**src/bpu_pkg.sv**
```systemverilog
`default_nettype none

package bpu_pkg;

    // word-wide address and instruction
    typedef logic [31:0] addr_t;
    typedef logic [31:0] inst_t;

    // 2-bit saturating direction counter
    typedef logic [1:0] ctr_t;
    localparam ctr_t CTR_RESET = 2'd1; // weakly not taken

    // btb geometry, indexed by pc[9:2]
    localparam int BTB_ENTRIES = 256;
    localparam int BTB_IDX_W   = $clog2(BTB_ENTRIES);
    typedef logic [BTB_IDX_W-1:0] btb_idx_t;
    typedef logic [31-BTB_IDX_W-2:0] btb_tag_t; // pc[31:10]

    // major opcodes
    typedef logic [6:0] opcode_t;
    localparam opcode_t OPC_BRANCH = 7'b1100011;
    localparam opcode_t OPC_JAL    = 7'b1101111;
    localparam opcode_t OPC_JALR   = 7'b1100111;

    typedef enum logic [1:0] {
        TR_IDLE,  // waiting for a queued update
        TR_READ,  // waiting for the read port
        TR_WRITE  // counter and btb write
    } trainer_state_t;

endpackage

`default_nettype wire

```
**src/bpu_lookup.sv**
```systemverilog
`timescale 1ns/1ps
`default_nettype none

module bpu_lookup (
    input  wire                 clk,
    input  wire                 rst,
    input  wire                 lookup_valid_i,
    input  wire bpu_pkg::addr_t lookup_pc_i,
    input  wire bpu_pkg::inst_t lookup_inst_i,
    input  wire bpu_pkg::ctr_t  rd_ctr_i,
    input  wire                 rd_btb_hit_i,
    input  wire bpu_pkg::addr_t rd_btb_target_i,
    output logic                rd_req_o,
    output bpu_pkg::addr_t      rd_pc_o,
    output logic                pred_valid_o,
    output logic                pred_is_cti_o,
    output logic                pred_taken_o,
    output bpu_pkg::addr_t      pred_target_o
);

    bpu_pkg::opcode_t opcode;
    logic             is_branch;
    logic             is_jal;
    logic             is_jalr;
    bpu_pkg::addr_t   b_imm;
    bpu_pkg::addr_t   j_imm;
    bpu_pkg::addr_t   pc_plus4;
    logic             is_cti_d;
    logic             taken_d;
    bpu_pkg::addr_t   target_d;

    // lookup always wins the read port
    assign rd_req_o = lookup_valid_i;
    assign rd_pc_o  = lookup_pc_i;

    assign opcode    = lookup_inst_i[6:0];
    assign is_branch = (opcode == bpu_pkg::OPC_BRANCH);
    assign is_jal    = (opcode == bpu_pkg::OPC_JAL);
    assign is_jalr   = (opcode == bpu_pkg::OPC_JALR);

    // B-type offset
    assign b_imm = {{20{lookup_inst_i[31]}}, lookup_inst_i[7], lookup_inst_i[30:25],
                    lookup_inst_i[11:8], 1'b0};
    // J-type offset
    assign j_imm = {{12{lookup_inst_i[31]}}, lookup_inst_i[19:12], lookup_inst_i[20],
                    lookup_inst_i[30:21], 1'b0};

    assign pc_plus4 = lookup_pc_i + 32'd4;

    always_comb begin
        is_cti_d = 1'b0;
        taken_d  = 1'b0;
        target_d = pc_plus4; // fall through
        if (is_branch) begin
            is_cti_d = 1'b1;
            taken_d  = rd_ctr_i[1]; // counter msb is the direction
            if (rd_ctr_i[1]) begin
                target_d = rd_btb_hit_i ? rd_btb_target_i : lookup_pc_i + b_imm;
            end
        end else if (is_jal) begin
            is_cti_d = 1'b1;
            taken_d  = 1'b1;
            target_d = rd_btb_hit_i ? rd_btb_target_i : lookup_pc_i + j_imm;
        end else if (is_jalr) begin
            // register target unknown at fetch, only the btb can help
            is_cti_d = 1'b1;
            taken_d  = rd_btb_hit_i;
            if (rd_btb_hit_i) begin
                target_d = rd_btb_target_i;
            end
        end
    end

    always_ff @(posedge clk or posedge rst) begin
        if (rst) begin
            pred_valid_o <= 1'b0;
        end else begin
            pred_valid_o <= lookup_valid_i;
        end
    end

    // prediction fields only load with a lookup
    always_ff @(posedge clk) begin
        if (lookup_valid_i) begin
            pred_is_cti_o <= is_cti_d;
            pred_taken_o  <= taken_d;
            pred_target_o <= target_d;
        end
    end

endmodule

`default_nettype wire

```
**config.mk**
```make
export PLATFORM = sky130hd
export DESIGN_NAME = bpu_lookup
export DESIGN_NICKNAME = d
export VERILOG_FILES = /design/src/bpu_pkg.sv /design/src/bpu_lookup.sv
export SDC_FILE = /design/constraint.sdc
export NUM_CORES = 1
export LEC_CHECK = 0
export BUFFER_PORTS_ARGS = -buffer_cell sky130_fd_sc_hd__buf_2
export CORE_UTILIZATION = 55
export DETAILED_ROUTE_END_ITERATION = 6
export PLACE_DENSITY_LB_ADDON = 0.15
export SYNTH_ARGS = -nofsm -noshare
export SYNTH_HDL_FRONTEND = slang
export SYNTH_SLANG_ARGS = --single-unit
export TNS_END_PERCENT = 50
```
**constraint.sdc**
```tcl
create_clock -name clk -period 0.8 [get_ports clk]
set_input_delay 0.08 -clock clk [delete_from_list [all_inputs] [get_ports clk]]
set_output_delay 0.08 -clock clk [all_outputs]
set_load 0.005 [all_outputs]
```
==> metrics.txt, run 1 <==
outcome=aborted with a tool error; Stopped at=5_1_grt; tool error=[ERROR GRT-0232] Routing congestion too high. Check the congestion heatmap in the GUI.; gr usage total=116.5%; TritonCTS sink count=35; Synth area leaders=edfxtp_1 17%, ha_1 9.0%, xnor2_1 5.9%, a21oi_1 5.4%, nand2_1 5.4%; total CTS buffers=5; WEP type=sequential cell input; sequential area share after synthesis=17.15%; gp weighted congestion=1.037; worst setup endpoint GRT=pred_target_o[29]$_DFFE_PP_/D; Yosys Warn Count=0; H-tree depth=2; mean post-synth cell area=7.577 µm²; post-synthesis cell type count=78; HPWL Detailed=21.57 mm; IO buf count=168; Main synth FF type=edfxtp_1; Starting Density=56.27%; Synth top area share=16.74%; Die H=107.3 µm; I/O Pins=170; die width=107.3 µm; Synth async-reset ratio=2.857%; dominant cell type by area after synthesis=edfxtp_1; largest net degree at the start of global routing=29; syn_nets=953; post-synthesis register bit count=35; Max clock buf depth=2; Synth Instances=805; Root Buffer=clkbuf_8; # rows=38; synthesized area=6100 µm²; global route overflow=1893; Post-synth EDFFs=34
layer usage:
| layer | track usage [%] | GRT overflow |
|---|---|---|
| met1 | 95.34 | 39 |
| met2 | 166.7 | 1460 |
| met3 | 81.11 | 24 |
| met4 | 133.1 | 365 |
| met5 | 63.33 | 5 |
through the flow:
stage / setup TNS [ps] / cells / worst slack (ps) / instance area (µm²) / hold slack, ps
4_1_cts: -40420 / 1346 / -1427 / 10110 / 100.5
3_5_place_dp: -52220 / 1309 / -2019 / 8969 / -84.85
3_3_place_gp: -50340 / 1309 / -2014 / 8969 / -87.85
2_1_floorplan: -37960 / 805 / -1541 / 6307 / -191.3
kinds of logic after synthesis:
group | after synthesis | synth area share (%)
AND/OR/NAND/NOR | 267 | 21.13
buffers and inverters | 98 | 8.882
flip-flops | 35 | 17.15
XOR/XNOR | 66 | 9.477
adder cells (fa/ha/maj) | 46 | 9.682
AO/OA/AOI/OAI | 283 | 32.02
multiplexers | 10 | 1.662
Yosys cell counts (11+ instances only):
| library cell | n |
|---|---|
| xnor2_1 | 41 |
| nor3_1 | 21 |
| ha_1 | 44 |
| nand3_1 | 32 |
| o21ai_0 | 60 |
| inv_1 | 22 |
| a21oi_1 | 66 |
| edfxtp_1 | 34 |
| o211ai_1 | 25 |
| xor2_1 | 25 |
| clkbuf_1 | 31 |
| and3_1 | 11 |
| a21o_1 | 17 |
| nor2_1 | 61 |
| nand2_1 | 88 |
| a211oi_1 | 12 |
| buf_4 | 35 |
timing repair:
action | 4_1_cts
gates resized for setup | 181
endpoints found under the hold margin | 1
pin swaps | 119
endpoints found under the setup margin | 69
setup buffers | 32
cloned | 0
hold buffers | 1
==> run 2: changes to the inputs <==
Settings changed: CORE_UTILIZATION 55 to 40.
==> run 2 against run 1 <==
  * The flow now finishes, with violations (design-rule violations, negative setup slack)
  * Synthesized cell count did not move
  * Synthesized area did not move
==> metrics.txt, run 2 <==
worst path cell trace=buf_8 -> ha_4 -> inv_2 -> fa_2 -> nand2b_4 -> a21oi_4 -> nor2_4 -> o211ai_1 -> a221oi_4 -> o31ai_2 -> or2_4 -> a21oi_2 -> or3_1; worst setup margin=-1478 ps; total CTS buffers=5 (unchanged); I/O Pins=170 (unchanged); Main synth FF type=edfxtp_1; initial antenna violation count=0; Post-synth EDFFs=34 (unchanged); routed len/inst=19.99 µm; Max Clk Rate=438.9 MHz; dpl ws=-1998 ps (+20.24 ps); LEAKAGE=4.696 nW; startpoint types=input pin; post-synthesis cell type count=78 (unchanged); commonest non-fill, non-tap cell in the layout=buf_4; die width=125.5 µm (+17%); CTS tree=done; post-route minimum period=2278 ps; Synth Instances=805 (unchanged); vias per cell=5.797; Die ar.=15750 µm²; Placed Cells incl. Taps=1351 (+3.2%); max-cap violation count=0; RSZ-0062 raised after global routing=yes; Core ar.=14700 µm²; Synth top area share=16.74% (unchanged); Largest Register=pred_target_o; Max clock buf depth=2 (unchanged); Max VDD drop=0.7034 mV; WHS=95.95 ps; placed cell areas=9009 µm² (+0.45%); Area growth syn-to-layout=76.74%; most frequent cells in the layout=263 x buf_4, 149 x buf_2, 78 x nand2_1; most common library cells after synthesis=88 x nand2_1, 66 x a21oi_1, 61 x nor2_1; TritonCTS sink count=35 (unchanged); # rows=44 (+16%); global route overflow=0; syn_nets=953 (unchanged); First-pass DRT Iterations=7; fraction of layout cells with a size suffix above 1=55.72%; Sw Ratio=37.85%; DRC viols=14; worst path bufs/invs=2; worst hold-check path type=in -> reg; Die H=125.5 µm (+17%); Clk pwr share=21.5%; Synth async-reset ratio=2.857% (unchanged); Psw=4.273 mW; sequential area share after synthesis=17.15% (unchanged); critical path class=in -> reg; Routed WL=27.79 mm; gp weighted congestion=0.9600 (-7.4%); H-tree depth=2 (unchanged); Starting DRT DRC Count=731; final non-filler cell total=1390; IO buf count=168 (unchanged); outcome=finished, violations left; critical path required time=840 ps; mean post-synth cell area=7.577 µm² (unchanged); first-pass GRT wire length=41.59 mm; vias in the first global route=7641; Antenna Cells=0; Final #Nets=1353; CP endpoint kind=register; via count=8058; Power, Total=11.29 mW; CP max FO=3; Util after Layout=73.34%; Crit path max-delay family=compound AO/OA/AOI/OAI gates; post-synthesis register bit count=35 (unchanged); dominant cell type by area after synthesis=edfxtp_1; Final Cell Area=10780 µm²; cell internal pwr=7.017 mW; Crit path largest cell delay=330 ps; Slew Limit Fails=0; Gate power share=58.6%; top-count cell post-synth=nand2_1; Rel. slew slack=65.48%; max reg flops=32; setup_tns=-39560 ps; Period Utilization, post-route=284.8%; gr usage total=33.87%; slowest cell on the critical path=fa_2; remaining antenna violation count=0; Root Buffer=clkbuf_16; Worst Tran Pin Value=514.2 ps; Synth area leaders=edfxtp_1 17%, ha_1 9.0%, xnor2_1 5.9%, a21oi_1 5.4%, nand2_1 5.4%; setup violators final=69; Worst Path Arrival=2320 ps; largest net degree at the start of global routing=28; Seq pwr share=19.9%; pwr dens=1047 nW/µm²; failing checks=design-rule violations, negative setup slack; Yosys Warn Count=0 (unchanged); Starting Density=41.50% (-15 points); synthesized area=6100 µm² (unchanged); CTS clk-pin slew, worst paths=60 ps; Fin. Hold Viols=0; HPWL Detailed=20.77 mm (-3.7%)
-- run 2: cells by family after synthesis --
kind of cell | count (synthesis) | share of synthesized area, %
AOI/OAI and AO/OA | 283 | 32.02
xor gates and xnor gates | 66 | 9.477
adders and majority gates | 46 | 9.682
buffers and inverters | 98 | 8.882
DFF | 35 | 17.15
muxes | 10 | 1.662
and+or+nand+nor | 267 | 21.13
-- run 2: worst paths after layout --
check                                   start           endpoint  slack [ps]  cells after the start
max                            lookup_pc_i[1]  pred_target_o[25]       -1480                     13
min                        rd_btb_target_i[0]   pred_target_o[0]         100                      2
max in group asynchronous                 rst       pred_valid_o         550                      3
min in group asynchronous                 rst       pred_valid_o         170                      3
-- run 2: power by group through the flow --
stage	sequential [mW]	combinational, mW	clock, mW
4_1_cts	2.25	5.99	2.41
3_3_place_gp	2.28	5.16	0
2_1_floorplan	2.30	2.71	0
5_1_grt	2.26	7.04	2.46
6_report	2.25	6.61	2.43
3_5_place_dp	2.29	5.19	0
-- run 2: routing by layer --
metal / share of wire [%] / global-route usage, %
met5: 0 / 0
met2: 44 / 51.96
met4: 2.8 / 10.19
met3: 9.6 / 5.092
met1: 44 / 48.60
-- run 2: final cells by class --
type / count / area, µm²
multi-input combinational: 672 / 5819
tap: 184 / 230.2
sequential: 35 / 1046
clock buffer: 6 / 138.9
fill: 1102 / 3919
inverter: 22 / 82.58
timing repair buffer: 469 / 3428
clock inverter: 2 / 35.03
-- run 2: what timing repair did --
| action | CTS | global route |
|---|---|---|
| gates resized for setup | 199 | 85 |
| setup buffers | 25 | 19 |
| endpoints found under the hold margin | 1 | 0 |
| pin swaps | 102 | 75 |
| setup endpoints to repair | 69 | 69 |
| hold buffers | 1 | 0 |
Power figures use the tool's default switching activity.
