`src/bpu_pkg.sv`:
```
`default_nettype none

package bpu_pkg;

    // word-wide address and instruction
    typedef logic [31:0] addr_t;
    typedef logic [31:0] inst_t;

    // 2-bit saturating direction counter
    typedef logic [1:0] ctr_t;
    localparam ctr_t CTR_RESET = 2'd1; // weakly not taken

    // btb geometry, indexed by pc[9:2]
    localparam int BTB_ENTRIES = 256;
    localparam int BTB_IDX_W   = $clog2(BTB_ENTRIES);
    typedef logic [BTB_IDX_W-1:0] btb_idx_t;
    typedef logic [31-BTB_IDX_W-2:0] btb_tag_t; // pc[31:10]

    // major opcodes
    typedef logic [6:0] opcode_t;
    localparam opcode_t OPC_BRANCH = 7'b1100011;
    localparam opcode_t OPC_JAL    = 7'b1101111;
    localparam opcode_t OPC_JALR   = 7'b1100111;

    typedef enum logic [1:0] {
        TR_IDLE,  // waiting for a queued update
        TR_READ,  // waiting for the read port
        TR_WRITE  // counter and btb write
    } trainer_state_t;

endpackage

`default_nettype wire

```
`src/bpu_update_queue.sv`:
```
`timescale 1ns/1ps
`default_nettype none

module bpu_update_queue #(
    parameter int QUEUE_DEPTH = 4
) (
    input  wire                 clk,
    input  wire                 rst,
    input  wire                 push_valid_i,
    input  wire bpu_pkg::addr_t push_pc_i,
    input  wire                 push_taken_i,
    input  wire bpu_pkg::addr_t push_target_i,
    input  wire                 pop_ready_i,
    output logic                push_ready_o,
    output logic                pop_valid_o,
    output bpu_pkg::addr_t      pop_pc_o,
    output logic                pop_taken_o,
    output bpu_pkg::addr_t      pop_target_o
);

    localparam int PTR_W = $clog2(QUEUE_DEPTH);

    bpu_pkg::addr_t         pc_mem     [QUEUE_DEPTH];
    bpu_pkg::addr_t         target_mem [QUEUE_DEPTH];
    logic [QUEUE_DEPTH-1:0] taken_mem;

    logic [PTR_W-1:0] wr_ptr_q;
    logic [PTR_W-1:0] rd_ptr_q;
    logic [PTR_W:0]   count_q; // one extra bit to tell full from empty
    logic             push_fire;
    logic             pop_fire;

    assign push_ready_o = (count_q != (PTR_W+1)'(QUEUE_DEPTH));
    assign pop_valid_o  = (count_q != '0);
    assign push_fire    = push_valid_i & push_ready_o;
    assign pop_fire     = pop_valid_o & pop_ready_i;

    assign pop_pc_o     = pc_mem[rd_ptr_q];
    assign pop_taken_o  = taken_mem[rd_ptr_q];
    assign pop_target_o = target_mem[rd_ptr_q];

    always_ff @(posedge clk or posedge rst) begin
        if (rst) begin
            wr_ptr_q <= '0;
            rd_ptr_q <= '0;
            count_q  <= '0;
        end else begin
            if (push_fire) begin
                wr_ptr_q <= wr_ptr_q + 1'b1; // wraps, depth is a power of two
            end
            if (pop_fire) begin
                rd_ptr_q <= rd_ptr_q + 1'b1;
            end
            if (push_fire && !pop_fire) begin
                count_q <= count_q + 1'b1;
            end else if (pop_fire && !push_fire) begin
                count_q <= count_q - 1'b1;
            end
        end
    end

    always_ff @(posedge clk) begin
        if (push_fire) begin
            pc_mem[wr_ptr_q]     <= push_pc_i;
            taken_mem[wr_ptr_q]  <= push_taken_i;
            target_mem[wr_ptr_q] <= push_target_i;
        end
    end

endmodule

`default_nettype wire

```
`config.mk`:
```
export PLATFORM = sky130hd
export DESIGN_NAME = bpu_update_queue
export DESIGN_NICKNAME = d
export VERILOG_FILES = /design/src/bpu_pkg.sv /design/src/bpu_update_queue.sv
export SDC_FILE = /design/constraint.sdc
export NUM_CORES = 1
export LEC_CHECK = 0
export BUFFER_PORTS_ARGS = -buffer_cell sky130_fd_sc_hd__buf_2
export CORE_MARGIN = 3
export CORE_UTILIZATION = 38
export DETAILED_ROUTE_END_ITERATION = 8
export PLACE_DENSITY = 0.6
export SKIP_LAST_GASP = 1
export SLEW_MARGIN = 20
export SYNTH_ARGS = -nofsm -noshare
export SYNTH_HDL_FRONTEND = slang
export SYNTH_SLANG_ARGS = --single-unit
```
`constraint.sdc`:
```
create_clock -name clk -period 2.8 [get_ports clk]
set_clock_uncertainty 0.05 [all_clocks]
set_input_delay 0.14 -clock clk [delete_from_list [all_inputs] [get_ports clk]]
set_output_delay 0.14 -clock clk [all_outputs]
set_load 0.005 [all_outputs]
```
* Word-level counts from Yosys, hierarchy flattened
Memories as Yosys holds them, arrays and structs flattened.
Cells that the tools add are included.
** Cells by class
- Add/subtract/negate cells :: 4
- Multiplexer cells :: 9
- Reductions and logical operators :: 7
- Order comparisons :: 3
- Eq/ne operators :: 1
- Bitwise gates (word level) :: 2
** Operators with widths (count)
- less-than comparator 2 x 3 -> 1 bit, second input constant :: 2
- two-way mux 3 bit :: 2
- adder 2 x 1 -> 2 bit, second input constant :: 2
- bitwise mux 4 bit :: 1
- two-way mux 1 bit :: 4
- adder 3 x 1 -> 3 bit, second input constant :: 1
- logical AND 1 bit :: 3
- != test 3 bit, second input constant :: 1
- nonzero test 3 bit :: 1
- subtractor 3 x 1 -> 3 bit, second input constant :: 1
- bitwise AND 1 bit :: 2
- binary-select mux 1 bit (select 2 bit) :: 1
- demux 1 bit (select 2 bit) :: 1
- greater-or-equal comparator 2 x 1 -> 1 bit, second input constant :: 1
- zero test 1 bit :: 2
- nonzero test 2 bit :: 1
** Word-level totals
- Logic and storage cells :: 32
- Memories :: 2
- Bits in registers :: 11
- Input bits :: 69
- Bits in writable memories :: 256
- Output and inout bits :: 67
** Memory list
- pc_mem :: depth 4, width 32, rd ports 1, clocked after memory_dff 0, write ports 1, RTL line bpu_update_queue.sv:23 : bpu_pkg::addr_t pc_mem [QUEUE_DEPTH];
- target_mem :: depth 4, width 32, rd ports 1, clocked after memory_dff 0, write ports 1, RTL line bpu_update_queue.sv:24 : bpu_pkg::addr_t target_mem [QUEUE_DEPTH];

* Logic depth before layout (Yosys ltp)
Gate-level depths: netlist (run 1).
- Depth after elaboration :: 6
- Depth in mapped cells :: 8
- Mapped depth without buffers :: 8

* Worst setup path before layout (run 1)
No wires, ideal clock.
- Kind :: flip-flop to flip-flop
- From :: reg count_q[0]
- To :: mem pc_mem[2][0] (netlist name) (enable)
- Buffers on the path :: 0
- Clock period less this slack :: 2791 ps
- Path slack :: 9 ps
- Stages on the path, launching flop included :: 4
- Library setup time :: 430 ps
- Required time :: 2320 ps
- Data arrival time :: 2311 ps
- Path through :: dfrtp_1 > nor2_1 > a21boi_2 > and2_1
** Between the ends
- Cells in the longest elaborated chain, start to end :: 4
** Ends and longest elaborated chain
- start: declaration :: RTL line bpu_update_queue.sv:29 : logic [PTR_W:0] count_q;
- start signal: assignment :: RTL line bpu_update_queue.sv:55 : count_q <= count_q + 1'b1;
- start signal: assignment :: RTL line bpu_update_queue.sv:57 : count_q <= count_q - 1'b1;
- != test 3 bit :: RTL line bpu_update_queue.sv:33 : assign push_ready_o = (count_q != (PTR_W+1)'(QUEUE_DEPTH));
- bitwise AND 1 bit :: RTL line bpu_update_queue.sv:35 : assign push_fire = push_valid_i & push_ready_o;
- via push_fire :: RTL line bpu_update_queue.sv:30 : logic push_fire;
- two-way mux 1 bit :: RTL line bpu_update_queue.sv:63 : if (push_fire) begin
- two-way mux 1 bit (not written as such) :: RTL line bpu_update_queue.sv:64 : pc_mem[wr_ptr_q] <= push_pc_i;
- end: declaration :: RTL line bpu_update_queue.sv:23
The timed path passes the listed nets, and every way through them passes these cells.

* Worst setup path after layout (run 1)
- From :: reg rd_ptr_q[1]
- To :: out pop_pc_o[19]
** Between the ends
- Cells in the longest elaborated chain, start to end :: 1
** Ends and longest elaborated chain
- start: declaration :: RTL line bpu_update_queue.sv:28 : logic [PTR_W-1:0] rd_ptr_q;
- start signal: assignment :: RTL line bpu_update_queue.sv:52 : rd_ptr_q <= rd_ptr_q + 1'b1;
- memory (4 x 32 bit)
- end: declaration :: RTL line bpu_update_queue.sv:16 : output bpu_pkg::addr_t pop_pc_o,
No other way between the ends.

==> results of run 1 <==
[flip-flops by register name, indices dropped and copies added (netlist names)]
name / cells
wr_ptr_q: 2
target_mem: 128
pc_mem: 128
taken_mem: 4
rd_ptr_q: 2
count_q: 3
[logic make-up (layout without fill, tap and decap cells)]
kind of cell	after synthesis	count (layout)	synth area share
fa+ha+maj	6	6	0.00840
simple gates	10	10	0.00522
compound gates	1	1	0.00115
flops	267	267	0.812
xor+xnor	6	6	0.00535
buf+inv	19	267	0.0164
mux	67	67	0.151
[routing by layer]
metal | part of all wire | wire [um]
met4 | 0.015 | 282
met5 | 0 | 0
met1 | 0.43 | 8030
met3 | 0.054 | 1000
met2 | 0.50 | 9160
[cell usage after synthesis (all sizes together)]
cell,n
fa,1
nand3,1
buf,13
dfrtp,7
ha,5
and2,4
a21boi,1
nor2,2
or3,1
mux4,65
clkbuf,2
nand2,2
edfxtp,260
mux2,2
xnor2,4
inv,4
xor2,2
[final timing paths]
| path | end | cells past startpoint | start | slack (ns) |
|---|---|---|---|---|
| worst min-delay path | count_q[2]$_DFFE_PP0P_ | 3 | rst | 0.04 |
| worst min register to register | count_q[2]$_DFFE_PP0P_ | 1 | count_q[2]$_DFFE_PP0P_ | 0.48 |
| worst max register to register | count_q[2]$_DFFE_PP0P_ | 8 | count_q[0]$_DFFE_PP0P_ | 0.65 |
| max in group asynchronous | rd_ptr_q[0]$_DFFE_PP0P_ | 3 | rst | 2.42 |
| min in group clk | wr_ptr_q[0]$_DFFE_PP0P_ | 3 | push_valid_i | 0.04 |
| worst max-delay path | pop_pc_o[19] | 2 | rd_ptr_q[1]$_DFFE_PP0P_ | 0.35 |
[metrics by stage]
stage | cells | hold WS, ns | total power [mW]
6_report | 954 | 0.0401 | 12.6
5_1_grt | 954 | 0.0431 | 13.2
4_1_cts | 954 | 0.0197 | 12.8
3_5_place_dp | 836 | 0.0393 | 9.12
3_3_place_gp | 836 | 0.0287 | 9.03
2_1_floorplan | 376 | -0.107 | 7.77
[worst max-delay path, stage by stage, from the launching register on]
cell and delay, ns:
dfrtp_4 1.10, mux4_2 0.45, buf_2 0.15
[final cells by class]
type	instances	area [um2]	area share
sequential	267	7990	0.639
multi-input combinational	90	1690	0.135
timing repair buffer	212	1480	0.119
clock buffer	40	817	0.0653
tap	330	413	0.0330
clock inverter	11	100	0.00800
inverter	4	15.0	0.00120
[where the power goes]
part           switching (mW)  internal (mW)
clock network            1.39           2.20
logic                    1.55           1.74
registers               0.399           5.29
[cell usage in the layout, fill, tap and decap left out, types with 5 or more instances in the layout]
cell type,n
edfxtp_1,260
clkbuf_8,5
buf_2,135
mux4_2,65
dfrtp_1,5
buf_12,5
dlygate4sd3_1,67
buf_4,5
ha_1,5
clkbuf_1,6
clkinv_2,5
clkbuf_16,29
[what timing repair did]
action,4_1_cts,5_1_grt
resized for setup,0,0
hold endpoints to repair,269,0
hold buffers,67,0
setup endpoints to repair,0,0
==> metrics.txt, run 1 <==
fin util=0.494; Setup Viol. Count Final=0; clk root buf=clkbuf_16; nets@finish=678; M3 GR Usage=0.0306; Yosys warnings=0; critical path type=flip-flop to primary output; Critical Path RT=2.61 ns; fill cell count=2,074; fin. max-slew vios=0; Port-buffer cells=135; Post-Syn Area=9830 um2; Iter 0 DRT Violations=281; Syn Inst Count=376; CP arrival=2.26 ns; TritonCTS Buffers=28; layout cell share with drive strength beyond 1=0.417; net count after synthesis=451; Antenna Nets Post-Route=0; P&R area growth vs syn=27.3%; #FFs+latches synth=267; Vias=4,625; setup TNS=0 ns; Core Area=25,300 um2; Seq/Total Area, Yosys=0.812; H-tree depth=1; DRC Markers=0; Leak=4.33 nW; DP Area=10,900 um2; Cell Rows=58; Tightest Pin Transition=1.03 ns; Max rail drop VDD=0.605 mV; Tot GR Track Use=0.133; syn avg cell area=26.1 um2; final wirelength=18,500 um; CTS tree=built; Die ar.=27,800 um2; RSZ-0062 raised after global routing=false; largest cells by area after synthesis=edfxtp_1 79%, mux4_2 15%, dfrtp_1 1.8%; fin worst setup slack=0.349 ns; Slew headroom=0.315; Distinct cells, synth=20; die height=167 um; maximum clock insertion buffer count=3; run status=complete, no violations; first-pass GRT wire length=29,200 um; die width=167 um; initial core utilization=0.388; post-CTS setup buffers=0; met2 Track Usage GR=0.223; post-route cell area=12,500 um2; initial antenna violation count=0; mean routed wirelength per cell=19.4 um; number of I/O pins=136; Crit. End Element=primary output; power density cells=1000 nW/um2; Final GP Congestion=0.751; GRT overflow=0; Final Hold Vio Count=0; Final HPWL DP=10,700 um; routed vias/inst=4.85; Hold Path Class=input port to asynchronous set/reset pin; CP startpoint kind=flip-flop; antenna cells=0; Yosys top cell area share=0.794; Clk pin slew, worst setup/hold paths=0.06 ns; vias in the first global route=5,164; area leader, netlist=edfxtp_1; largest net degree at the start of global routing=67; crit-path max FO=66; insertion delay to the later sink of the worst-skew pair=0.52 ns; drt pass-1 iters=4; # Max-Cap Violations=0; Top Usage Layer GRT=met2; clock tree sinks=267; GRT met1 Usage=0.181; final worst path period share=0.875; min Tclk post-route=2.45 ns; f_max=408 MHz; pre-CTS setup slack=0.646 ns
Note: power is estimated with default switching activity, not from simulation.
==> run 2: changes to the inputs <==
Settings changed: CORE_ASPECT_RATIO from default to 0.9, SLEW_MARGIN 20 to default.
==> run 2 against run 1 <==
Die area about the same. Non-clock buffer count up 1. Combinational power up 4%. Utilization down 0.099 points. Clock power down 6.7%. Sequential cell count unchanged. Worst hold slack worse by 0.0074 ns. Critical endpoint is now pop_pc_o[1]. Largest cell class unchanged. Highest routed layer unchanged.
==> metrics.txt, run 2 (synthesis gave the netlist of run 1 again) <==
run status=complete, no violations (unchanged); most common cell after layout, fill and taps aside=edfxtp_1 (unchanged); Final GP Congestion=0.750 (was 0.751); f_max=415 MHz (was 408 MHz); r2r setup slk=0.57 ns (was 0.65 ns); Final HPWL DP=10,500 um (was 10,700 um); P&R area growth vs syn=27.1% (was 27.3%); CP top delay family=buffers and inverters (was flip-flops); pre-CTS setup slack=0.589 ns (was 0.646 ns); Final Hold Vio Count=0 (unchanged); initial core utilization=0.388 (about the same); CP arrival=2.22 ns (was 2.26 ns); first-pass GRT wire length=28,400 um (was 29,200 um); insertion delay to the later sink of the worst-skew pair=0.52 ns (about the same); clk root buf=clkbuf_16 (unchanged); Tot GR Track Use=0.132 (was 0.133); Register-to-Register Path Depth=8 (unchanged); final worst path period share=0.860 (was 0.875); fin worst setup slack=0.391 ns (was 0.349 ns); worst flop-to-flop path endpoint=count_q[2]$_DFFE_PP0P_ (unchanged); nets@finish=679 (was 678); fill cell count=2,110 (was 2,074); Hold Path Class=input port to flip-flop (was input port to asynchronous set/reset pin); Core Area=25,300 um2 (about the same); maximum clock insertion buffer count=3 (unchanged); Iter 0 DRT Violations=286 (was 281); # Max-Cap Violations=0 (unchanged); Largest stage delay, worst path=0.60 ns (was 1.10 ns); Die ar.=27,800 um2 (about the same); Slowest-stage cell, CP=mux4_2 (was dfrtp_4); clock tree sinks=267 (unchanged); Max rail drop VDD=0.684 mV (was 0.605 mV); Port-buffer cells=135 (unchanged); crit-path max FO=65 (was 66); Crit. End Element=primary output (unchanged); Hold Path Origin=push_valid_i; layout cell share with drive strength beyond 1=0.419 (was 0.417); critical path type=flip-flop to primary output (unchanged); number of I/O pins=136 (unchanged); Leak=4.30 nW (was 4.33 nW); min Tclk post-route=2.41 ns (was 2.45 ns); Top Registers=pc_mem (128), target_mem (128), taken_mem (4) (unchanged); CP bufs+invs=2 (was 1); TritonCTS Buffers=28 (unchanged); setup TNS=0 ns (unchanged); final wirelength=18,200 um (was 18,500 um); Cell Rows=55 (was 58); crit path cell chain=buf_12, mux4_2, buf_2 (was mux4_2, buf_2); die width=176 um (was 167 um); drt pass-1 iters=4 (unchanged); Antenna Nets Post-Route=0 (unchanged); reg-to-reg startpoint=count_q[0]$_DFFE_PP0P_ (unchanged); worst hold endpoint=wr_ptr_q[0]$_DFFE_PP0P_; vias in the first global route=5,049 (was 5,164); Vias=4,615 (was 4,625); commonest cells after routing, fill and taps aside=260 x edfxtp_1, 135 x buf_2, 67 x dlygate4sd3_1 (unchanged); mean routed wirelength per cell=18.8 um (was 19.4 um); CTS tree=built (unchanged); H-tree depth=1 (unchanged); Slew headroom=0.619 (was 0.315); Hold Path Stages=3; GRT overflow=0 (unchanged); routed vias/inst=4.76 (was 4.85); Tightest Pin Transition=0.571 ns (was 1.03 ns); DRC Markers=0 (unchanged); initial antenna violation count=1 (was 0); fin. max-slew vios=0 (unchanged); Setup Viol. Count Final=0 (unchanged); die height=159 um (was 167 um); total power=12.3 mW (was 12.6 mW); power density cells=986 nW/um2 (was 1000 nW/um2); Clk pin slew, worst setup/hold paths=0.06 ns (about the same); Critical Path RT=2.61 ns (about the same); RSZ-0062 raised after global routing=false (unchanged); CP startpoint kind=flip-flop (unchanged); largest net degree at the start of global routing=66 (was 67)
run 2: changes by cell type in the layout (fill, tap and decap cells not counted), sizes merged:
cell,before,now
clkbuf,40,35
bufinv,2,0
buf,145,146
clkinv,9,14
clkinvlp,0,3
diode,0,1
run 2: worst max-delay path by stage:
stage                                  from                      to  slack [ns]  cells after the start
finish              rd_ptr_q[0]$_DFFE_PP0P_             pop_pc_o[1]        0.39                      3
global route        rd_ptr_q[0]$_DFFE_PP0P_            pop_pc_o[14]        0.25                      3
CTS                 rd_ptr_q[0]$_DFFE_PP0P_        pop_target_o[19]        0.32                      3
detailed placement   count_q[0]$_DFFE_PP0P_  count_q[2]$_DFFE_PP0P_        0.59                      8
global placement     count_q[0]$_DFFE_PP0P_  count_q[2]$_DFFE_PP0P_        0.70                      8
floorplan            count_q[0]$_DFFE_PP0P_  pc_mem[2][0]$_DFFE_PP_       0.009                      3
run 2: repair_timing:
| item | CTS | global route |
|---|---|---|
| setup buffers | 0 | 0 |
| hold buffers | 67 | 0 |
| gates resized for setup | 0 | 0 |
| endpoints found under the hold margin | 269 | 0 |
run 2: report_power, final:
group	switching [mW]	internal [mW]	total, mW
clock network	1.43	1.91	3.34
registers	0.261	5.29	5.55
logic	1.68	1.74	3.43
run 2: worst reg2reg max path, delay by kind of cell, from the launching register on:
| family | cells | cell delay (ns) |
|---|---|---|
| DFF | 1 | 0.43 |
| adders and majority gates | 2 | 0.58 |
| and+or+nand+nor | 3 | 0.68 |
| buffers and inverters | 1 | 0.07 |
| xor gates and xnor gates | 2 | 0.33 |
run 2: layout make-up:
type                       count  area (um2)  share of cell area
antenna                        1        2.50            0.000200
clock buffer                  35         757              0.0606
clock inverter                17        96.3             0.00772
inverter                       4        15.0             0.00120
multi-input combinational     90        1690               0.136
sequential                   267        7990               0.640
tap                          342         428              0.0343
timing repair buffer         213        1500               0.120
run 2: metal layers:
metal | track usage | up-vias | wire length [um]
met5 | 0 | - | 0
met4 | 0.0298 | 0 | 414
met3 | 0.0286 | 30 | 956
met2 | 0.223 | 120 | 8860
met1 | 0.178 | 2398 | 7980
li1 | - | 2067 | -
run 2: per-stage QoR:
stage	utilization	std cells	area, um2	hold WS [ns]
floorplan	-	376	9830	-0.107
global placement	0.433	849	11000	0.0219
detailed placement	0.433	849	11000	0.0401
CTS	0.493	968	12500	0.000236
global route	0.493	969	12500	0.0238
finish	0.493	969	12500	0.0327
