File: config.mk
export PLATFORM = sky130hd
export DESIGN_NAME = bpu_trainer
export DESIGN_NICKNAME = d
export VERILOG_FILES = /design/src/bpu_pkg.sv /design/src/bpu_trainer.sv
export SDC_FILE = /design/constraint.sdc
export NUM_CORES = 1
export LEC_CHECK = 0
export BUFFER_PORTS_ARGS = -buffer_cell sky130_fd_sc_hd__buf_2
export CORE_MARGIN = 2
export CORE_UTILIZATION = 42
export DETAILED_ROUTE_END_ITERATION = 10
export PLACE_DENSITY = 0.85
export SYNTH_ARGS = -nofsm -noshare
export SYNTH_HDL_FRONTEND = slang
export SYNTH_SLANG_ARGS = --single-unit
File: constraint.sdc
create_clock -name clk -period 3.9 [get_ports clk]
set_clock_uncertainty 0.05 [all_clocks]
set_input_delay 0.78 -clock clk [delete_from_list [all_inputs] [get_ports clk]]
set_output_delay 0.78 -clock clk [all_outputs]
set_load 0.005 [all_outputs]
File: src/bpu_pkg.sv
`default_nettype none

package bpu_pkg;

    // word-wide address and instruction
    typedef logic [31:0] addr_t;
    typedef logic [31:0] inst_t;

    // 2-bit saturating direction counter
    typedef logic [1:0] ctr_t;
    localparam ctr_t CTR_RESET = 2'd1; // weakly not taken

    // btb geometry, indexed by pc[9:2]
    localparam int BTB_ENTRIES = 256;
    localparam int BTB_IDX_W   = $clog2(BTB_ENTRIES);
    typedef logic [BTB_IDX_W-1:0] btb_idx_t;
    typedef logic [31-BTB_IDX_W-2:0] btb_tag_t; // pc[31:10]

    // major opcodes
    typedef logic [6:0] opcode_t;
    localparam opcode_t OPC_BRANCH = 7'b1100011;
    localparam opcode_t OPC_JAL    = 7'b1101111;
    localparam opcode_t OPC_JALR   = 7'b1100111;

    typedef enum logic [1:0] {
        TR_IDLE,  // waiting for a queued update
        TR_READ,  // waiting for the read port
        TR_WRITE  // counter and btb write
    } trainer_state_t;

endpackage

`default_nettype wire

File: src/bpu_trainer.sv
`timescale 1ns/1ps
`default_nettype none

module bpu_trainer (
    input  wire                 clk,
    input  wire                 rst,
    input  wire                 pop_valid_i,
    input  wire bpu_pkg::addr_t pop_pc_i,
    input  wire                 pop_taken_i,
    input  wire bpu_pkg::addr_t pop_target_i,
    input  wire                 grant_i,
    input  wire bpu_pkg::ctr_t  rd_ctr_i,
    output logic                pop_ready_o,
    output bpu_pkg::addr_t      rd_pc_o,
    output logic                ctr_we_o,
    output bpu_pkg::ctr_t       ctr_wdata_o,
    output logic                btb_we_o,
    output bpu_pkg::addr_t      wr_pc_o,
    output bpu_pkg::addr_t      wr_target_o
);

    bpu_pkg::trainer_state_t state_q;
    bpu_pkg::addr_t          pc_q;     // popped item
    logic                    taken_q;
    bpu_pkg::addr_t          target_q;
    bpu_pkg::ctr_t           ctr_q;    // counter sampled in TR_READ

    assign pop_ready_o = (state_q == bpu_pkg::TR_IDLE);
    assign rd_pc_o     = pc_q;
    assign wr_pc_o     = pc_q;
    assign wr_target_o = target_q;
    assign ctr_we_o    = (state_q == bpu_pkg::TR_WRITE);
    assign btb_we_o    = (state_q == bpu_pkg::TR_WRITE) && taken_q; // taken only

    // saturating step
    always_comb begin
        if (taken_q) begin
            ctr_wdata_o = (ctr_q == 2'd3) ? ctr_q : ctr_q + 2'd1;
        end else begin
            ctr_wdata_o = (ctr_q == 2'd0) ? ctr_q : ctr_q - 2'd1;
        end
    end

    always_ff @(posedge clk or posedge rst) begin
        if (rst) begin
            state_q <= bpu_pkg::TR_IDLE;
        end else begin
            case (state_q)
                bpu_pkg::TR_IDLE:  if (pop_valid_i) state_q <= bpu_pkg::TR_READ;
                bpu_pkg::TR_READ:  if (grant_i) state_q <= bpu_pkg::TR_WRITE;
                bpu_pkg::TR_WRITE: state_q <= bpu_pkg::TR_IDLE;
                default:           state_q <= bpu_pkg::TR_IDLE;
            endcase
        end
    end

    always_ff @(posedge clk) begin
        if (pop_ready_o && pop_valid_i) begin
            pc_q     <= pop_pc_i;
            taken_q  <= pop_taken_i;
            target_q <= pop_target_i;
        end
        if (state_q == bpu_pkg::TR_READ && grant_i) begin
            ctr_q <= rd_ctr_i;
        end
    end

endmodule

`default_nettype wire

# Word-level counts from Yosys, hierarchy flattened
# Index checks and enable logic that the tools add are counted.
[totals]
ff_bits = 69
latch_bits = 0
mem_bits_rw = 0
rom_bits = 0
in_bits = 71
n_memories = 0
[op_classes]
add_sub_neg = 2
mul = 0
div = 0
n_lt_le_gt_ge = 0
eq_ne = 5
shift = 0
n_mux = 6
bitwise_logic = 0
reduce_logical = 6
[ops]
columns = ["op", "n"]
rows = [
  ["$mux 2", 5],
  ["$eq 2x2->1 const B", 2],
  ["$logic_not 2->1", 2],
  ["$ne 2x2->1 const B", 2],
  ["$pmux 2 s2", 1],
  ["$logic_and 1x1->1", 3],
  ["$add 2x1->2 const B", 1],
  ["$eq 2x1->1 const B", 1],
  ["$reduce_and 2->1", 1],
  ["$sub 2x1->2 const B", 1],
]

# Depth between registers and ports, before layout
# Gate-level depths: netlist of the first run.
[logic_depth]
depth_word = 3
mapped_depth = 2
ltp_nobuf = 2

# Least setup slack after synthesis of the first run
# No wires, ideal clock.
[synth_path]
path_type = "input port to flip-flop"
start = "input port pop_valid_i"
end = "register pc_q[0] (netlist: rd_pc_o[0]) (enable)"
t_arrival_ns = 2.309
required_ns = 3.420
setup_slack_ns = 1.111
path_stages = 1
path_buffers = 0
cell_sequence = "and2_1"
[synth_via]
elab_chain_cells = 1
[synth_rtl]
columns = ["element", "line_no", "source"]
rows = [
  ["start, declared", "bpu_trainer.sv:7", "input wire pop_valid_i,"],
  ["$logic_and 1x1->1", "bpu_trainer.sv:58", "if (pop_ready_o && pop_valid_i) begin"],
  ["end signal, assigned", "bpu_trainer.sv:59", "pc_q <= pop_pc_i;"],
  ["end, declared", "bpu_trainer.sv:23", "bpu_pkg::addr_t pc_q;"],
]
# No other way between the ends.
# A chain may end at the register's enable or synchronous reset.

# Final worst setup path of the first run
[layout_path]
start = "register taken_q"
end = "output port ctr_wdata_o[1]"
[layout_via]
elab_chain_cells = 1
[layout_rtl]
columns = ["element", "line_no", "source"]
rows = [
  ["start, declared", "bpu_trainer.sv:24", "logic taken_q;"],
  ["start signal, assigned", "bpu_trainer.sv:60", "taken_q <= pop_taken_i;"],
  ["$mux 2", "bpu_trainer.sv:37", "if (taken_q) begin"],
  ["end, declared", "bpu_trainer.sv:16", "output bpu_pkg::ctr_t ctr_wdata_o,"],
]
# No other way between the ends.

==> results of run 1 <==
-- Yosys cell counts --
library cell  count  area share [%]
edfxtp_1         67              84
and2_1            2            0.52
nand2b_1          2            0.52
dfrtp_1           2             2.1
nor2b_2           1            0.37
inv_1             2            0.31
nand2_1           1            0.16
a21oi_1           1            0.21
buf_4            32              10
maj3_2            1            0.47
maj3_1            1            0.42
nor2_1            3            0.47
-- where the power goes --
part	internal (mW)	total, mW	switching [mW]
Combinational	0.116	0.243	0.127
Clock	0.229	0.487	0.258
Sequential	0.931	0.966	0.0347
-- layer usage --
layer  track usage (%)  wire (µm)  up-vias
met1              17.8       1900      677
li1                  -          -      690
met3              5.80        473        6
met2              27.0       2740      104
met5                 0          0        -
met4              8.28         76        0
-- per-stage QoR --
stage / hold slack (ns) / instance area (µm²) / utilization (%) / power (mW)
2_1_floorplan: 0.405 / 2380 / - / 1.10
3_3_place_gp: 0.422 / 3110 / 56.5 / 1.22
3_5_place_dp: 0.431 / 3110 / 56.5 / 1.23
4_1_cts: 0.220 / 3280 / 59.5 / 1.72
5_1_grt: 0.226 / 3280 / 59.5 / 1.78
6_report: 0.239 / 3280 / 59.5 / 1.70
-- cells by family after synthesis --
| group | count (synthesis) | synth area share, % |
|---|---|---|
| adder cells (fa/ha/maj) | 2 | 0.892 |
| AND/OR/NAND/NOR | 9 | 2.05 |
| buffers and inverters | 34 | 10.4 |
| flip-flops | 69 | 86.5 |
| AO/OA/AOI/OAI | 1 | 0.210 |
-- path summary, 6_finish.rpt --
check	start	to	slack, ns	cells after the start
setup / recovery	taken_q$_DFFE_PP_	ctr_wdata_o[1]	1.85	2
hold / removal	rst	state_q[1]$_DFFE_PP0P_	0.24	2
setup reg to reg	state_q[1]$_DFFE_PP0P_	rd_pc_o[29]$_DFFE_PP_	1.98	3
hold reg to reg	state_q[1]$_DFFE_PP0P_	state_q[0]$_DFFE_PP0P_	0.45	1
max in group asynchronous	rst	state_q[0]$_DFFE_PP0P_	3.46	2
min in group clk	state_q[1]$_DFFE_PP0P_	state_q[0]$_DFFE_PP0P_	0.45	1
-- critical path, cell delays in order (launching register included) --
cell and delay [ns]:
edfxtp_1 0.41, maj3_1 0.36, buf_2 0.13
-- final cells by class --
type,instances,share of cell area (%)
well taps,72,2.75
flip-flops and latches,69,62.9
clock inverters,6,1.18
inverters,2,0.229
clock buffers,10,3.89
repair buffers,172,26.7
multi-input cells,12,2.33
-- registers in the layout, summed over array words and instances (netlist names) --
name / cells
ctr_q: 2
rd_pc_o: 32
state_q: 2
taken_q: 1
wr_target_o: 32
==> run_results.csv, run 1 <==
group,metric,value,unit
power,p_leak,1.46,nW
critical_path,required,3.07,ns
routing,avgRoutedWirePerCell,15.1,µm
clock_tree,numCtsBuffers,9,
clock_tree,clk_latency,0.32,ns
sta,timing.final.crit_share,52.6,%
power,vdd.ir_drop.worst,0.325,mV
job,drv_cap,0,
clock_tree,clock-sinks,69,
finish,syn_to_final_growth,37.5,%
finish,regArea,2060,µm²
synthesis,syn-cell-area,2380,µm²
synthesis,syn_avg_cell_area,20.7,µm²
clock_tree,cts_tree,"built",
critical_path,arrival,1.22,ns
clock_tree,cts_hold_buf,0,
sta,tightest_slew,0.821,ns
finish,diodes,0,
routing,avgViaCountPerCell,4.31,
synthesis,ys_seq_elements,69,
sta,relSlewSlack,45.3,%
global_route,first_global_vias,1411,
die,die_y,79.4,µm
placed_design,routabilityCongestion,0.637,
placed_design,dp_hpwl,4.05,mm
routing,drc,0,
synthesis,syn_inst,115,
global_route,antenna_found_initial,0,
placed_design,port_buffers,171,
die,io_pins,172,
global_route,grt.overflow.total,0,
routing,drtPass1Iterations,4,
routing,drt_iter0_markers,68,
die,die_area,6300,µm²
finish,layout_common_cells,"buf_2, edfxtp_1, clkbuf_8",
sta,fin_tns_setup,0,ns
sta,drv_slew,0,
sta,worst_slack,1.85,ns
synthesis,syn_nets,186,
sta,max_clock_freq,0.488,GHz
routing,vias,1477,
sta,grt_setup_unrepaired,"no",
finish,fillCellCount,431,
finish,fin_cells,343,
clock_tree,ctsResizeCount,0,
die,core_area,5510,µm²
die,row_count,27,
power,power_density,517,nW/µm²
clock_tree,post_cts_buffers,0,
global_route,grt_pass1_wl,7.07,mm
finish,layout_commonest_cell,"buf_2",
routing,wl,5.19,mm
global_route,grtUsageTotal,16.0,%
hold_path,hold_class,"input port to asynchronous set/reset pin",
clock_tree,root_buffer,"clkbuf_8",
die,initial_core_util,43.3,%
sta,setup_viol,0,
die,chipWidth,79.4,µm
clock_tree,cts_htree_levels,3,
critical_path,worst-setup-path-type,"register to output port",
placed_design,dpl_worst_slack,1.67,ns
outcome,outcome,"complete, no violations",
critical_path,cp-end-kind,"output port",
sta,finalCriticalPeriod,2.05,ns
placed_design,dp_cells,327,
clock_tree,clk_pin_slew,0.07,ns
finish,nets,337,
global_route,grt_max_degree,36,
synthesis,yosysUniqueCellTypes,12,
finish,layout-drive-gt1-share,70.1,%
critical_path,cp_max_fo,3,
synthesis,yosysWarnings,0,
sta,hold_viol_final,0,
routing,ant_nets,0,
finish,multi_input_area,76.3,µm²
clock_tree,clock_path_buffers,2,
synthesis,yosysSeqAreaShare,86.5,%
critical_path,startpoint_type,"register",
(Power assumes the default switching activity.)
==> run 2, diff against run 1 <==
--- a/config.mk
+++ b/config.mk
@@ -5,11 +5,12 @@
 export SDC_FILE = /design/constraint.sdc
 export NUM_CORES = 1
 export LEC_CHECK = 0
+export ABC_AREA = 1
 export BUFFER_PORTS_ARGS = -buffer_cell sky130_fd_sc_hd__buf_2
 export CORE_MARGIN = 2
-export CORE_UTILIZATION = 42
+export CORE_UTILIZATION = 36
 export DETAILED_ROUTE_END_ITERATION = 10
-export PLACE_DENSITY = 0.85
+export PLACE_DENSITY = 0.78
 export SYNTH_ARGS = -nofsm -noshare
 export SYNTH_HDL_FRONTEND = slang
 export SYNTH_SLANG_ARGS = --single-unit
==> constraint.sdc (replaced) <==
create_clock -name clk -period 1.73 [get_ports clk]
set_clock_uncertainty 0.05 [all_clocks]
set_input_delay 0.346 -clock clk [delete_from_list [all_inputs] [get_ports clk]]
set_output_delay 0.346 -clock clk [all_outputs]
set_load 0.005 [all_outputs]
==> run 2 against run 1 <==
Cell count up 4.7%. Worst setup slack got worse by 1.6 ns. Combinational power increased to 2.5 times the previous value. Sequential power rose by 130%. Largest power group unchanged.
==> run_results.csv, run 2 <==
group,metric,value,unit
outcome,outcome,"complete, no violations",
finish,layout-drive-gt1-share,67.0,%
finish,layout_common_cells,"buf_2, edfxtp_1, clkbuf_8",
finish,layout_commonest_cell,"buf_2",
power,vdd.ir_drop.worst,0.787,mV
critical_path,startpoint_type,"register",
clock_tree,clk_pin_slew,0.07,ns
placed_design,port_buffers,171,
synthesis,syn_inst,124,
critical_path,required,1.33,ns
routing,wl,4.87,mm
critical_path,critPathBufInv,2,
die,row_count,29,
power,power,4.00,mW
critical_path,cp_max_fo,4,
critical_path,cp-end-kind,"output port",
hold_path,hold_class,"input port to register",
critical_path,arrival,1.11,ns
die,core_area,6390,µm²
clock_tree,clock_path_buffers,2,
sta,drv_slew,0,
placed_design,routabilityCongestion,0.681,
sta,finalCriticalPeriod,1.50,ns
die,die_area,7320,µm²
synthesis,synth_common_cells,"edfxtp_1, buf_4, inv_1, nand2_1, nor2_1",
clock_tree,cts_htree_levels,3,
critical_path,slowest_stage,"edfxtp_1",
synthesis,netlist_top_cells_area,"edfxtp_1, buf_4, dfrtp_1",
global_route,first_global_vias,1468,
synthesis,synth-async-reset-ratio,2.90,%
placed_design,dp_cells,342,
sta,max_clock_freq,0.666,GHz
synthesis,ys_seq_elements,69,
placed_design,dp_hpwl,3.82,mm
power,power_density,1200,nW/µm²
global_route,antenna_found_initial,0,
die,initial_core_util,37.5,%
global_route,grt.overflow.total,0,
global_route,grtUsageTotal,13.0,%
placed_design,place_area,3150,µm²
routing,drt_iter0_markers,44,
synthesis,yosysMostFrequentCell,"edfxtp_1",
clock_tree,cts_hold_buf,1,
sta,tightest_slew,0.194,ns
routing,avgViaCountPerCell,4.28,
clock_tree,cts_tree,"built",
synthesis,yosysWarnings,0,
global_route,grt_pass1_wl,6.94,mm
critical_path,worst_path_largest_cell_delay,0.43,ns
synthesis,syn_nets,195,
sta,hold_viol_final,0,
sta,timing.final.crit_share,86.8,%
routing,drc,0,
finish,syn_to_final_growth,39.6,%
critical_path,crit_family,"flip-flops",
routing,avgRoutedWirePerCell,13.6,µm
clock_tree,clock-sinks,69,
clock_tree,ctsResizeCount,0,
finish,nets,348,
finish,diodes,0,
finish,final_util,52.4,%
synthesis,synth_top_area_share,84.0,%
die,chipWidth,85.6,µm
job,drv_cap,0,
finish,fin_cells,359,
clock_tree,post_cts_buffers,0,
clock_tree,numCtsBuffers,9,
die,die_y,85.6,µm
synthesis,yosysUniqueCellTypes,10,
synthesis,synth_area_leader_cell,"edfxtp_1",
synthesis,syn_avg_cell_area,19.3,µm²
clock_tree,root_buffer,"clkbuf_8",
clock_tree,clk_latency,0.33,ns
routing,vias,1536,
synthesis,yosysSeqAreaShare,86.1,%
synthesis,synth-edff-count,67,
critical_path,crit_chain,"inv_1, nand3_1, nand2_1, buf_2",
critical_path,worst-setup-path-type,"register to output port",
finish,design_area,3340,µm²
sta,setup_viol,0,
synthesis,synth_ff_type,"edfxtp_1",
sta,grt_setup_unrepaired,"no",
routing,ant_nets,0,
sta,relSlewSlack,87.1,%
die,io_pins,172,
global_route,grt_max_degree,37,
synthesis,syn-cell-area,2400,µm²
routing,drtPass1Iterations,4,
power,p_leak,1.51,nW
[run 2: final cells by class]
cell class / count / area [µm²]
flip-flops and latches: 69 / 2060
clock inverters: 7 / 56.3
inverters: 7 / 30.0
well taps: 77 / 96.3
repair buffers: 174 / 906
clock buffers: 9 / 124
fillers: 559 / 3040
multi-input cells: 16 / 70.1
[run 2: cells by family (layout without fill, tap and decap cells)]
logic type,count (synthesis),in the layout,share of synthesized area (%)
buf+inv,39,197,11.1
flops,69,69,86.1
simple gates,15,15,2.61
compound gates,1,1,0.209
[run 2: path summary, 6_finish.rpt]
| check | from | endpoint | slack [ns] | depth (start not counted) |
|---|---|---|---|---|
| setup / recovery | taken_q$_DFFE_PP_ | ctr_wdata_o[0] | 0.23 | 4 |
| hold / removal | pop_pc_i[23] | rd_pc_o[23]$_DFFE_PP_ | 0.14 | 1 |
| setup reg to reg | state_q[0]$_DFFE_PP0P_ | rd_pc_o[29]$_DFFE_PP_ | 0.37 | 4 |
| hold reg to reg | state_q[1]$_DFFE_PP0P_ | state_q[0]$_DFFE_PP0P_ | 0.55 | 3 |
| max in group asynchronous | rst | state_q[1]$_DFFE_PP0P_ | 1.17 | 3 |
| min in group asynchronous | rst | state_q[0]$_DFFE_PP0P_ | 0.35 | 3 |
[run 2: layer usage]
metal / GRT usage, % / share of wire, % / vias to the layer above
met5: 0 / 0 / -
met4: 5.63 / 0.53 / 0
met3: 8.18 / 14 / 2
met2: 21.7 / 50 / 109
met1: 12.9 / 35 / 711
li1: - / - / 714
[run 2: power by group]
group	internal (mW)	switching [mW]
clock	0.643	0.552
combinational	0.295	0.319
sequential	2.11	0.0781
total	3.05	0.949
[run 2: through the flow]
stage	setup slack, ns	TNS [ns]	hold slack, ns
after global routing	0.146	0	0.109
after CTS	0.195	0	0.112
after floorplan	-0.168	-10.91	0.0372
final	0.229	0	0.137
after detailed placement	0.389	0	0.152
after global placement	0.433	0	0.147
==> run 3, diff against run 2 <==
--- a/config.mk
+++ b/config.mk
@@ -7,10 +7,12 @@
 export LEC_CHECK = 0
 export ABC_AREA = 1
 export BUFFER_PORTS_ARGS = -buffer_cell sky130_fd_sc_hd__buf_2
+export CELL_PAD_IN_SITES_DETAIL_PLACEMENT = 0
+export CELL_PAD_IN_SITES_GLOBAL_PLACEMENT = 2
 export CORE_MARGIN = 2
-export CORE_UTILIZATION = 36
+export CORE_UTILIZATION = 25
 export DETAILED_ROUTE_END_ITERATION = 10
-export PLACE_DENSITY = 0.78
+export PLACE_DENSITY = 0.83
 export SYNTH_ARGS = -nofsm -noshare
 export SYNTH_HDL_FRONTEND = slang
 export SYNTH_SLANG_ARGS = --single-unit
==> constraint.sdc (replaced) <==
create_clock -name clk -period 1.7 [get_ports clk]
set_clock_uncertainty 0.05 [all_clocks]
set_input_delay 0.34 -clock clk [delete_from_list [all_inputs] [get_ports clk]]
set_output_delay 0.34 -clock clk [all_outputs]
set_load 0.005 [all_outputs]
==> run 3 against run 2 <==
Global-route usage fell by 3.7 points. Die area rose by 42%. Clock power grew 7%. Combinational power up 3%. Core utilization is 16 points lower. Sequential cell count is the same. Largest power group unchanged. Cell count is 14% higher. Sequential share of layout area fell by 1.3 points. Worst setup slack worse by 0.064 ns. Count of clock-buffer cells in the layout unchanged. Non-clock buffer count stayed put. First-iteration DRC count down 43%.
==> run_results.csv, run 3 (same netlist as run 2, synthesis figures left out) <==
group,metric,value,unit
outcome,outcome,"complete, no violations",
clock_tree,clk_pin_slew,0.08,ns
finish,nets,348,
clock_tree,post_cts_buffers,0,
sta,finalCriticalPeriod,1.54,ns
die,io_pins,172,
die,chipWidth,102,µm
sta,timing.final.crit_share,90.3,%
global_route,antenna_found_initial,0,
power,p_leak,1.51,nW
power,power_density,1210,nW/µm²
sta,drv_slew,0,
global_route,first_global_vias,1361,
sta,grt_setup_unrepaired,"no",
placed_design,dpl_worst_slack,0.333,ns
critical_path,startpoint_type,"register",
clock_tree,root_buffer,"clkbuf_8",
critical_path,cp-end-kind,"output port",
sta,max_clock_freq,0.651,GHz
finish,layout_common_cells,"buf_2, edfxtp_1, clkbuf_8",
finish,layout-drive-gt1-share,68.0,%
routing,drc,0,
routing,wl_met2,2.68,mm
clock_tree,clk_latency,0.33,ns
finish,fillCellCount,932,
job,drv_cap,0,
critical_path,r2r_setup_slack,0.34,ns
clock_tree,cts_htree_levels,3,
sta,hold_viol_final,0,
critical_path,required,1.31,ns
placed_design,port_buffers,171,
global_route,grt_pass1_wl,6.89,mm
die,initial_core_util,25.8,%
sta,fin_tns_setup,0,ns
sta,tightest_slew,0.195,ns
finish,layout_commonest_cell,"buf_2",
routing,vias,1547,
finish,design_area,3420,µm²
routing,highest_layer,"met4",
clock_tree,numCtsBuffers,9,
routing,wl,5.26,mm
placed_design,dp_hpwl,4.12,mm
critical_path,worst-setup-path-type,"register to output port",
routing,wl_met1,1.87,mm
sta,setup_viol,0,
finish,syn_to_final_growth,42.6,%
hold_path,hold_class,"input port to register",
global_route,grtUsageTotal,9.33,%
power,power,4.13,mW
routing,drtPass1Iterations,4,
finish,diodes,0,
global_route,grt.overflow.total,0,
sta,relSlewSlack,86.9,%
clock_tree,clock-sinks,69,
clock_tree,clock_path_buffers,2,
routing,avgViaCountPerCell,3.77,
routing,drt_iter0_markers,25,
finish,final_util,36.8,%
critical_path,cp_max_fo,5,
routing,ant_nets,0,
routing,avgRoutedWirePerCell,12.8,µm
global_route,grt_max_degree,39,
clock_tree,cts_tree,"built",
placed_design,place_area,3220,µm²
routing,wl_met3,606,µm
critical_path,arrival,1.15,ns
sta,whs,0.124,ns
power,vdd.ir_drop.worst,0.376,mV
placed_design,routabilityCongestion,0.697,
placed_design,dp_cells,394,
sta,worst_slack,0.165,ns
finish,fin_cells,410,
die,core_area,9280,µm²
die,row_count,35,
die,die_y,102,µm
die,die_area,10400,µm²
## run 3: cell count changes in the layout (fill, tap and decap cells not counted), sizes merged
cell | before | now
clkinv | 6 | 2
clkinvlp | 1 | 3
inv | 6 | 7
## run 3: what timing repair did
action / 4_1_cts / 5_1_grt
hold buffers: 1 / 0
endpoints found under the setup margin: 0 / 0
gates resized for setup: 0 / 0
endpoints found under the hold margin: 2 / 0
## run 3: layer usage
metal	GRT usage (%)	vias to the layer above
li1	-	714
met4	5.54	0
met5	0	-
met2	15.2	101
met1	9.86	723
met3	4.38	9
## run 3: worst paths after layout
check / start / end / depth (start not counted)
min: pop_pc_i[26] / rd_pc_o[26]$_DFFE_PP_ / 1
min in group asynchronous: rst / state_q[1]$_DFFE_PP0P_ / 3
max: state_q[0]$_DFFE_PP0P_ / btb_we_o / 2
max reg2reg: state_q[0]$_DFFE_PP0P_ / wr_target_o[13]$_DFFE_PP_ / 4
max in group asynchronous: rst / state_q[0]$_DFFE_PP0P_ / 3
min reg2reg: state_q[1]$_DFFE_PP0P_ / state_q[1]$_DFFE_PP0P_ / 3
## run 3: area by class of cell
type | count | area, µm² | area share [%]
Clock buffer | 9 | 124 | 3.63
Multi-Input combinational cell | 16 | 70.1 | 2.05
Timing Repair Buffer | 174 | 906 | 26.5
Sequential cell | 69 | 2060 | 60.3
Tap cell | 129 | 161 | 4.72
Clock inverter | 6 | 63.8 | 1.87
Inverter | 7 | 30.0 | 0.879
## run 3: power breakdown
group / internal [mW] / leakage [nW] / switching, mW
logic: 0.300 / 0.763 / 0.330
clock network: 0.669 / 0.0915 / 0.603
registers: 2.15 / 0.655 / 0.0798
## run 3: worst max-delay path, cell delays in order, from the launching register on
cell and delay (ns):
dfrtp_1 0.43, nor3_1 0.23, buf_2 0.15
